`src/logic/displayPkg.sv`:
```
/* panel size, SPI timing, game state and mode codes, RGB565 colors,
   wire color codes and screen geometry */
package displayPkg;

    localparam int panelWidth  = 320;
    localparam int panelHeight = 240;
    localparam int xBits       = 9;
    localparam int yBits       = 8;

    localparam int bitsPerPixel   = 16;
    localparam int cyclesPerBit   = 2;
    localparam int cyclesPerPixel = bitsPerPixel * cyclesPerBit;

    localparam logic [1:0] stateMenu = 2'd0;
    localparam logic [1:0] statePlay = 2'd1;
    localparam logic [1:0] stateLost = 2'd2;
    localparam logic [1:0] stateWon  = 2'd3;

    localparam logic [1:0] modeMaze = 2'd0;
    localparam logic [1:0] modeWire = 2'd1; // codes 2 and 3 unused

    localparam logic [15:0] colorBlack  = 16'h0000;
    localparam logic [15:0] colorRed    = 16'hF800;
    localparam logic [15:0] colorWhite  = 16'hFFFF;
    localparam logic [15:0] colorYellow = 16'hFFE0;
    localparam logic [15:0] colorBlue   = 16'h001F;
    localparam logic [15:0] colorGray   = 16'hAD55;
    localparam logic [15:0] colorGreen  = 16'h07E0;
    localparam logic [15:0] colorCyan   = 16'h07FF;

    localparam logic [2:0] wireCodeRed    = 3'd0;
    localparam logic [2:0] wireCodeWhite  = 3'd1;
    localparam logic [2:0] wireCodeYellow = 3'd2;
    localparam logic [2:0] wireCodeBlue   = 3'd3;
    localparam logic [2:0] wireCodeGray   = 3'd4; // 5..7 draw black

    localparam int heartX0 = 8, heartPitch = 16, heartSize = 12, heartY0 = 4;
    localparam int playX0 = 120, playX1 = 199, playY0 = 90, playY1 = 149;
    localparam int borderThick = 4, borderY0 = 20;
    localparam int playerSize = 12;
    localparam int flagX0 = 296, flagX1 = 307, flagY0 = 212, flagY1 = 223;

    localparam int wireCount = 6, wireX0 = 40, wireX1 = 279;
    localparam int wireY0 = 40, wirePitch = 32, wireThick = 8;
    localparam int cutX0 = 150, cutX1 = 169;
    localparam int hiRows = 2; // highlight band above and below the wire

    localparam int bannerX0 = 100, bannerX1 = 219, bannerY0 = 100, bannerY1 = 139;

endpackage

```
`src/logic/pixelCompositor.sv`:
```
/* priority color selection by game state and play mode, wire color table */
`timescale 1ns/100ps

module pixelCompositor (
    input  logic [1:0]  gameState,
    input  logic [1:0]  playMode,
    input  logic [17:0] wireColors, // wire i in bits 3i+2..3i
    input  logic        heartPix,
    input  logic        playPix,
    input  logic        borderPix,
    input  logic        playerPix,
    input  logic        flagPix,
    input  logic [5:0]  wirePix,
    input  logic        wireHiPix,
    input  logic        bannerPix,
    output logic [15:0] pixelColor
);

    function automatic logic [15:0] wireColor(input logic [2:0] code);
        logic [15:0] c;
        case (code)
            displayPkg::wireCodeRed:    c = displayPkg::colorRed;
            displayPkg::wireCodeWhite:  c = displayPkg::colorWhite;
            displayPkg::wireCodeYellow: c = displayPkg::colorYellow;
            displayPkg::wireCodeBlue:   c = displayPkg::colorBlue;
            displayPkg::wireCodeGray:   c = displayPkg::colorGray;
            default:                    c = displayPkg::colorBlack;
        endcase
        return c;
    endfunction

    always_comb begin
        pixelColor = displayPkg::colorBlack;
        case (gameState)
            displayPkg::stateMenu: begin
                if (playPix) pixelColor = displayPkg::colorYellow;
            end
            displayPkg::statePlay: begin
                if (playMode == displayPkg::modeMaze) begin
                    if (heartPix)       pixelColor = displayPkg::colorRed;
                    else if (playerPix) pixelColor = displayPkg::colorWhite;
                    else if (flagPix)   pixelColor = displayPkg::colorGreen;
                    else if (borderPix) pixelColor = displayPkg::colorGray;
                end else if (playMode == displayPkg::modeWire) begin
                    if (heartPix) begin
                        pixelColor = displayPkg::colorRed;
                    end else if (wireHiPix) begin
                        pixelColor = displayPkg::colorCyan;
                    end else begin
                        // later wires win, so scan upward
                        for (int i = 0; i < displayPkg::wireCount; i++) begin
                            if (wirePix[i]) pixelColor = wireColor(wireColors[3*i +: 3]);
                        end
                    end
                end else begin
                    pixelColor = displayPkg::colorCyan; // unused mode
                end
            end
            displayPkg::stateWon: begin
                if (bannerPix) pixelColor = displayPkg::colorGreen;
            end
            default: begin  // lost
                if (bannerPix) pixelColor = displayPkg::colorRed;
            end
        endcase
    end

endmodule

```
`src/logic/pixelScanner.sv`:
```
/* column-major pixel scanner, y fastest then x, stepped by the load strobe */
`timescale 1ns/100ps

module pixelScanner (
    input  logic                         fbClk,
    input  logic                         rstN,
    input  logic                         pixelLoad, // advance to next pixel
    output logic [displayPkg::xBits-1:0] x,
    output logic [displayPkg::yBits-1:0] y
);

    logic yLast;
    logic xLast;

    assign yLast = (y == displayPkg::panelHeight - 1);
    assign xLast = (x == displayPkg::panelWidth - 1);

    // y runs down the column, then x moves one column right
    always_ff @(posedge fbClk) begin
        if (!rstN) begin
            x <= '0;
            y <= '0;
        end else if (pixelLoad) begin
            if (yLast) begin
                y <= '0;
                if (xLast) begin
                    x <= '0;        // end of frame
                end else begin
                    x <= x + 1'b1;
                end
            end else begin
                y <= y + 1'b1;
            end
        end
    end

endmodule

```
`src/logic/sceneShapes.sv`:
```
/* per-pixel shape flags: hearts, play button, maze border, player, flag,
   wires with cut gaps, wire highlight and the end-of-game banner */
`timescale 1ns/100ps

module sceneShapes (
    input  logic [displayPkg::xBits-1:0] x,
    input  logic [displayPkg::yBits-1:0] y,
    input  logic [1:0]                   lives,
    input  logic [displayPkg::xBits-1:0] playerX,
    input  logic [displayPkg::yBits-1:0] playerY,
    input  logic [5:0]                   wireCut,
    input  logic [2:0]                   wireSel,
    output logic                         heartPix,
    output logic                         playPix,
    output logic                         borderPix,
    output logic                         playerPix,
    output logic                         flagPix,
    output logic [5:0]                   wirePix,
    output logic                         wireHiPix,
    output logic                         bannerPix
);

    // fixed rectangles and the border
    always_comb begin
        int cx;
        int cy;
        cx = int'(x);
        cy = int'(y);

        playPix = (cx >= displayPkg::playX0) && (cx <= displayPkg::playX1) &&
                  (cy >= displayPkg::playY0) && (cy <= displayPkg::playY1);

        flagPix = (cx >= displayPkg::flagX0) && (cx <= displayPkg::flagX1) &&
                  (cy >= displayPkg::flagY0) && (cy <= displayPkg::flagY1);

        bannerPix = (cx >= displayPkg::bannerX0) && (cx <= displayPkg::bannerX1) &&
                    (cy >= displayPkg::bannerY0) && (cy <= displayPkg::bannerY1);

        borderPix = (cx < displayPkg::borderThick) ||
                    (cx >= displayPkg::panelWidth - displayPkg::borderThick) ||
                    ((cy >= displayPkg::borderY0) &&
                     (cy < displayPkg::borderY0 + displayPkg::borderThick)) ||
                    (cy >= displayPkg::panelHeight - displayPkg::borderThick);
    end

    // hearts and the player square
    always_comb begin
        int cx;
        int cy;
        int hx;
        int px;
        int py;
        cx = int'(x);
        cy = int'(y);
        px = int'(playerX);
        py = int'(playerY);

        heartPix = 1'b0;
        for (int i = 0; i < 3; i++) begin
            hx = displayPkg::heartX0 + displayPkg::heartPitch * i;
            if ((i < int'(lives)) && (cx >= hx) && (cx < hx + displayPkg::heartSize) &&
                (cy >= displayPkg::heartY0) &&
                (cy < displayPkg::heartY0 + displayPkg::heartSize)) begin
                heartPix = 1'b1;
            end
        end

        playerPix = (cx >= px) && (cx < px + displayPkg::playerSize) &&
                    (cy >= py) && (cy < py + displayPkg::playerSize);
    end

    // horizontal wires, gap where cut, band around the selected one
    always_comb begin
        int cx;
        int cy;
        int top;
        int bot;
        logic inSpan;
        logic inGap;
        cx = int'(x);
        cy = int'(y);
        inSpan = (cx >= displayPkg::wireX0) && (cx <= displayPkg::wireX1);
        inGap  = (cx >= displayPkg::cutX0) && (cx <= displayPkg::cutX1);

        wirePix   = '0;
        wireHiPix = 1'b0;
        for (int i = 0; i < displayPkg::wireCount; i++) begin
            top = displayPkg::wireY0 + displayPkg::wirePitch * i;
            bot = top + displayPkg::wireThick - 1;
            wirePix[i] = inSpan && (cy >= top) && (cy <= bot) && !(wireCut[i] && inGap);
            if ((int'(wireSel) == i) && inSpan &&
                (((cy >= top - displayPkg::hiRows) && (cy < top)) ||
                 ((cy > bot) && (cy <= bot + displayPkg::hiRows)))) begin
                wireHiPix = 1'b1;   // sel 6,7 never matches
            end
        end
    end

endmodule

```
`src/logic/spiPixelSerializer.sv`:
```
/* SPI serializer, 16-bit color MSB first at two cycles per bit,
   one load strobe per 32 cycles */
`timescale 1ns/100ps

module spiPixelSerializer (
    input  logic                                fbClk,
    input  logic                                rstN,
    input  logic [displayPkg::bitsPerPixel-1:0] pixelColor,
    output logic                                pixelLoad,
    output logic                                tftSck,
    output logic                                tftSdi,
    output logic                                tftCs
);

    logic [displayPkg::bitsPerPixel-1:0] shiftReg;
    logic [4:0]                          phase;     // cycle within pixel
    logic                                started;   // first load done
    logic                                bitEnd;    // second half of a bit

    assign bitEnd = (phase % displayPkg::cyclesPerBit) == displayPkg::cyclesPerBit - 1;

    // before the first word, load as soon as reset is released
    assign pixelLoad = started ? (phase == displayPkg::cyclesPerPixel - 1) : rstN;

    always_ff @(posedge fbClk) begin
        if (!rstN) begin
            phase   <= '0;
            started <= 1'b0;
        end else if (pixelLoad) begin
            phase   <= '0;
            started <= 1'b1;
        end else begin
            phase <= phase + 1'b1;
        end
    end

    // shifts after the high half of each bit
    always_ff @(posedge fbClk) begin
        if (pixelLoad) begin
            shiftReg <= pixelColor;
        end else if (bitEnd) begin
            shiftReg <= {shiftReg[displayPkg::bitsPerPixel-2:0], 1'b0};
        end
    end

    assign tftCs  = !started;                  // low for good after first load
    assign tftSck = started & bitEnd;          // panel samples on rise
    assign tftSdi = started & shiftReg[displayPkg::bitsPerPixel-1];

endmodule

```
`src/logic/tftDisplay.sv`:
```
/* top level: scanner, shape flags, compositor and SPI serializer */
`timescale 1ns/100ps

module tftDisplay (
    input  logic                         fbClk,
    input  logic                         rstN,
    input  logic [1:0]                   gameState,
    input  logic [1:0]                   playMode,
    input  logic [1:0]                   lives,
    input  logic [displayPkg::xBits-1:0] playerX,
    input  logic [displayPkg::yBits-1:0] playerY,
    input  logic [17:0]                  wireColors,
    input  logic [5:0]                   wireCut,
    input  logic [2:0]                   wireSel,
    output logic [displayPkg::xBits-1:0] x,
    output logic [displayPkg::yBits-1:0] y,
    output logic                         tftSck,
    output logic                         tftSdi,
    output logic                         tftCs
);

    logic        pixelLoad;
    logic [15:0] pixelColor;
    logic        heartPix, playPix, borderPix, playerPix, flagPix, bannerPix;
    logic [5:0]  wirePix;
    logic        wireHiPix;

    pixelScanner scanner (
        .fbClk(fbClk), .rstN(rstN), .pixelLoad(pixelLoad), .x(x), .y(y)
    );

    sceneShapes shapes (
        .x(x), .y(y), .lives(lives), .playerX(playerX), .playerY(playerY),
        .wireCut(wireCut), .wireSel(wireSel),
        .heartPix(heartPix), .playPix(playPix), .borderPix(borderPix),
        .playerPix(playerPix), .flagPix(flagPix), .wirePix(wirePix),
        .wireHiPix(wireHiPix), .bannerPix(bannerPix)
    );

    pixelCompositor compositor (
        .gameState(gameState), .playMode(playMode), .wireColors(wireColors),
        .heartPix(heartPix), .playPix(playPix), .borderPix(borderPix),
        .playerPix(playerPix), .flagPix(flagPix), .wirePix(wirePix),
        .wireHiPix(wireHiPix), .bannerPix(bannerPix), .pixelColor(pixelColor)
    );

    // color is captured on the same edge the scanner steps
    spiPixelSerializer serializer (
        .fbClk(fbClk), .rstN(rstN), .pixelColor(pixelColor), .pixelLoad(pixelLoad),
        .tftSck(tftSck), .tftSdi(tftSdi), .tftCs(tftCs)
    );

endmodule

```
`config.mk`:
```
export PLATFORM = sky130hd
export DESIGN_NAME = tftDisplay
export DESIGN_NICKNAME = d
export VERILOG_FILES = /design/src/logic/displayPkg.sv /design/src/logic/pixelCompositor.sv /design/src/logic/pixelScanner.sv /design/src/logic/sceneShapes.sv /design/src/logic/spiPixelSerializer.sv /design/src/logic/tftDisplay.sv
export SDC_FILE = /design/constraint.sdc
export NUM_CORES = 1
export LEC_CHECK = 0
export BUFFER_PORTS_ARGS = -buffer_cell sky130_fd_sc_hd__buf_4
export CAP_MARGIN = 20
export CORE_MARGIN = 2
export CORE_UTILIZATION = 30
export CTS_CLUSTER_SIZE = 8
export DETAILED_ROUTE_END_ITERATION = 12
export GPL_TIMING_DRIVEN = 0
export PLACE_DENSITY = 0.53
export SYNTH_ARGS = -nofsm -noshare
export SYNTH_HDL_FRONTEND = slang
export SYNTH_SLANG_ARGS = --single-unit
```
`constraint.sdc`:
```
create_clock -name fbClk -period 2.8 [get_ports fbClk]
set_input_delay 0 -clock fbClk [delete_from_list [all_inputs] [get_ports fbClk]]
set_output_delay 0 -clock fbClk [all_outputs]
set_load 0.005 [all_outputs]
```
==> flow_summary.yaml <==
outcome:
  status: "completed"
pwr:
  pwr-share-comb_pct: 19.4
  p_sw_share_pct: 25.22
  p_switching_mw: 0.3972
  internal_power_mw: 1.178
  peakVddDrop_v: 0.0002273
  clockPowerShare_pct: 40.6
  p_per_area_mw_per_mm2: 279.8
  p_leak_nw: 2.226
  power_frac_seq_pct: 40.0
  finalPower_mw: 1.575
hold_path:
  hp-start: "playMode[1]"
  min_to: "serializer.shiftReg[13]"
  holdCritPathClass: "input pin to register"
  hold_depth: 4
clock_network:
  cts_tree: "built"
  cts_hold_buf: 0
  cts.sink_count: 39
  cts-root-buf: "clkbuf_16"
  clkTransAtPathRegs_ns: 0.06
  clock_latency_ns: 0.28
  htree_num_levels: 2
  cts_made_buffers: 5
  cts_buffer_depth: 2
flow_run:
  maxCapViolations: 0
global_route:
  grt_max_degree: 17
  grt_use_total_pct: 17.79
  grt_overflow: 0
  antenna_found_initial: 0
  grt_pass1_vias: 4217
  grt_first_pass_wirelength_um: 21160
worst_setup_path:
  cp_top_family: "compound AO/OA/AOI/OAI gates"
  slowest_delay_ns: 0.47
  reg2reg_from: "scanner.x[5]"
  cp_common_cell: "a2111oi_4"
  critPathKind: "register to register"
  rr_endpoint: "serializer.shiftReg[2]"
  r2r_slack_ns: 0.10
  crit_arrival_ns: 2.72
  crit_path_start_kind: "register"
  critical_path_buf_inv_count: 3
  cpMaxStageDelayCell: "a2111oi_4"
  crit_fanout: 7
  worst_ep_required_time_ns: 2.82
  path_cells: "buf_6 > a21oi_4 > a2111oi_4 > buf_4 > buf_12 > a311oi_4 > o31a_1 > a31oi_4 > a2111oi_4 > o41ai_2"
  ff2ff_path_depth: 10
  cp-end-kind: "register"
  crit_start: "scanner.x[5]"
timing:
  max_freq_ghz: 0.3704
  setup_viol: 0
  tightest_slew_ns: 0.6364
  relSlewSlack_pct: 57.01
  post-route-min-period_ns: 2.699
  hold_violations: 0
  fin_ws_ns: 0.1005
  holdWs_ns: 0.1822
  period_share_pct: 96.41
  tns_ns: 0
  grt_setup_unrepaired: "true"
  slew_viol_final: 0
  finClkSkew_ns: 0.005162
route:
  dr_total_vias: 4440
  drtAntennaViolNets: 0
  top_layer: "met4"
  drc: 0
  drt_iter0_markers: 164
  wl_met3_um: 533
  wl_met2_um: 6421
  wire_per_inst_um: 16.33
  drt-met1-wl_um: 6093
  firstDrtPassIters: 5
  wl_um: 13380
  vias_per_cell: 5.421
place:
  dp_worst_setup_slack_ns: -0.6642
  gp_congestion: 0.9415
  place_inst: 794
  dp_hpwl_um: 10640
  portBuffers: 67
  placed_cell_area_sq_mm: 0.004967
logic_synthesis:
  ys_ff_latch: 39
  postSynthCellCount: 547
  synth_area_sq_mm: 0.004239
  yosysWarningCount: 0
  synth_top_area_share_pct: 12.40
  seq_area_frac_synth_pct: 22.20
  async_reset_ff_share_pct: 0
  synth_cell_type_count: 75
  synthFlopType: "dfxtp_1"
  synthTopCellsByArea: "ha_1, edfxtp_1, dfxtp_1"
  syn_area_per_cell_sq_um: 7.750
  synth_edf_count: 16
  yosys-top-cells-count: "nand2_1, nor2_1, ha_1, inv_1, a21oi_1"
  synth_nets: 641
  synth_top_cell_by_area: "ha_1"
finish:
  nets: 732
  syn_to_final_growth_pct: 32.82
  diodes: 0
  drive_gt1_share_pct: 26.76
  stdcell_count: 819
  fillers: 1399
  fin_area_sq_mm: 0.005630
  fin_util_pct: 40.72
floorplanning:
  start_util_pct: 30.66
  ioPinCount: 72
  die_area_sq_mm: 0.01510
  die_h_um: 122.9
  die_width_um: 122.9
  num_rows: 43
  core_sq_mm: 0.01383
==> cell usage in the layout (no fill, tap or decap), drive strengths merged, types with 3 or more instances in the layout <==
| master | Yosys | routed |
|---|---|---|
| a2111oi | 9 | 9 |
| a211oi | 5 | 5 |
| a21o | 6 | 6 |
| a21oi | 35 | 35 |
| a22oi | 5 | 5 |
| a31o | 3 | 3 |
| a31oi | 11 | 11 |
| and2 | 4 | 4 |
| buf | 8 | 92 |
| clkbuf | 19 | 26 |
| dfxtp | 23 | 23 |
| edfxtp | 16 | 16 |
| ha | 42 | 42 |
| inv | 38 | 38 |
| nand2 | 49 | 49 |
| nand2b | 11 | 11 |
| nand3 | 17 | 17 |
| nand3b | 8 | 8 |
| nand4 | 10 | 10 |
| nor2 | 49 | 49 |
| nor2b | 7 | 7 |
| nor3 | 12 | 12 |
| nor3b | 4 | 4 |
| nor4 | 4 | 4 |
| o2111ai | 9 | 9 |
| o211ai | 7 | 7 |
| o21a | 7 | 7 |
| o21ai | 32 | 32 |
| o22ai | 3 | 3 |
| o31ai | 5 | 5 |
| o32ai | 4 | 4 |
| or2 | 4 | 4 |
| xnor2 | 20 | 20 |
| xor2 | 14 | 14 |
==> worst max path at each step <==
stage                     slack [ns]  depth (start not counted)                endpoint
final                           0.10                         10  serializer.shiftReg[2]
after global routing           -0.01                         11  serializer.shiftReg[9]
after CTS                       0.01                         10  serializer.shiftReg[6]
after detailed placement       -0.66                          6  serializer.shiftReg[2]
after global placement         -0.64                          6  serializer.shiftReg[0]
after floorplan                 0.11                         10  serializer.shiftReg[2]
==> what timing repair did <==
item | CTS | global route
gates resized for setup | 42 | 65
setup buffers | 11 | 6
setup endpoints to repair | 41 | 39
pin swaps | 7 | 11
==> flip-flops by register name, indices dropped and copies added (netlist names) <==
register,cells
scanner.x,9
scanner.y,8
serializer.shiftReg,16
serializer.started,1
serializer.phase,5
==> logic make-up after synthesis <==
group | count (synthesis) | synth area share [%]
multiplexers | 2 | 0.5018
buffers and inverters | 65 | 5.874
adder cells (fa/ha/maj) | 42 | 12.40
flip-flops | 39 | 22.20
XOR/XNOR | 34 | 7.025
AO/OA/AOI/OAI | 173 | 29.13
AND/OR/NAND/NOR | 192 | 22.88
==> metal layers <==
layer  up-vias  GRT usage, %
met2       120         30.11
met5         -             0
met1      2077         22.92
met3        23         2.416
li1       2220             -
met4         0         6.609
==> layout make-up <==
class                           instances  area (sq um)  area share [%]
Multi-Input combinational cell        443          3341           59.33
Sequential cell                        39         970.9           17.24
Timing Repair Buffer                   84         643.1           11.42
Tap cell                              180         225.2           4.000
Buffer                                 27         145.1           2.578
Inverter                               38         142.6           2.533
Clock buffer                            7         132.6           2.356
Clock inverter                          1         30.03          0.5333
==> power by group through the flow <==
stage | registers, mW | logic (mW) | clock network (mW)
after global placement | 0.645 | 0.284 | 0
after global routing | 0.633 | 0.343 | 0.674
after floorplan | 0.642 | 0.163 | 0
final | 0.630 | 0.305 | 0.640
after detailed placement | 0.646 | 0.291 | 0
after CTS | 0.633 | 0.300 | 0.661
==> worst reg2reg max path: cells and delay by family, from the launching register on <==
family                 cells  cell delay [ns]
AOI/OAI and AO/OA          7             1.66
buffers and inverters      3             0.43
DFF                        1             0.34
Note: power is estimated with default switching activity, not from simulation.
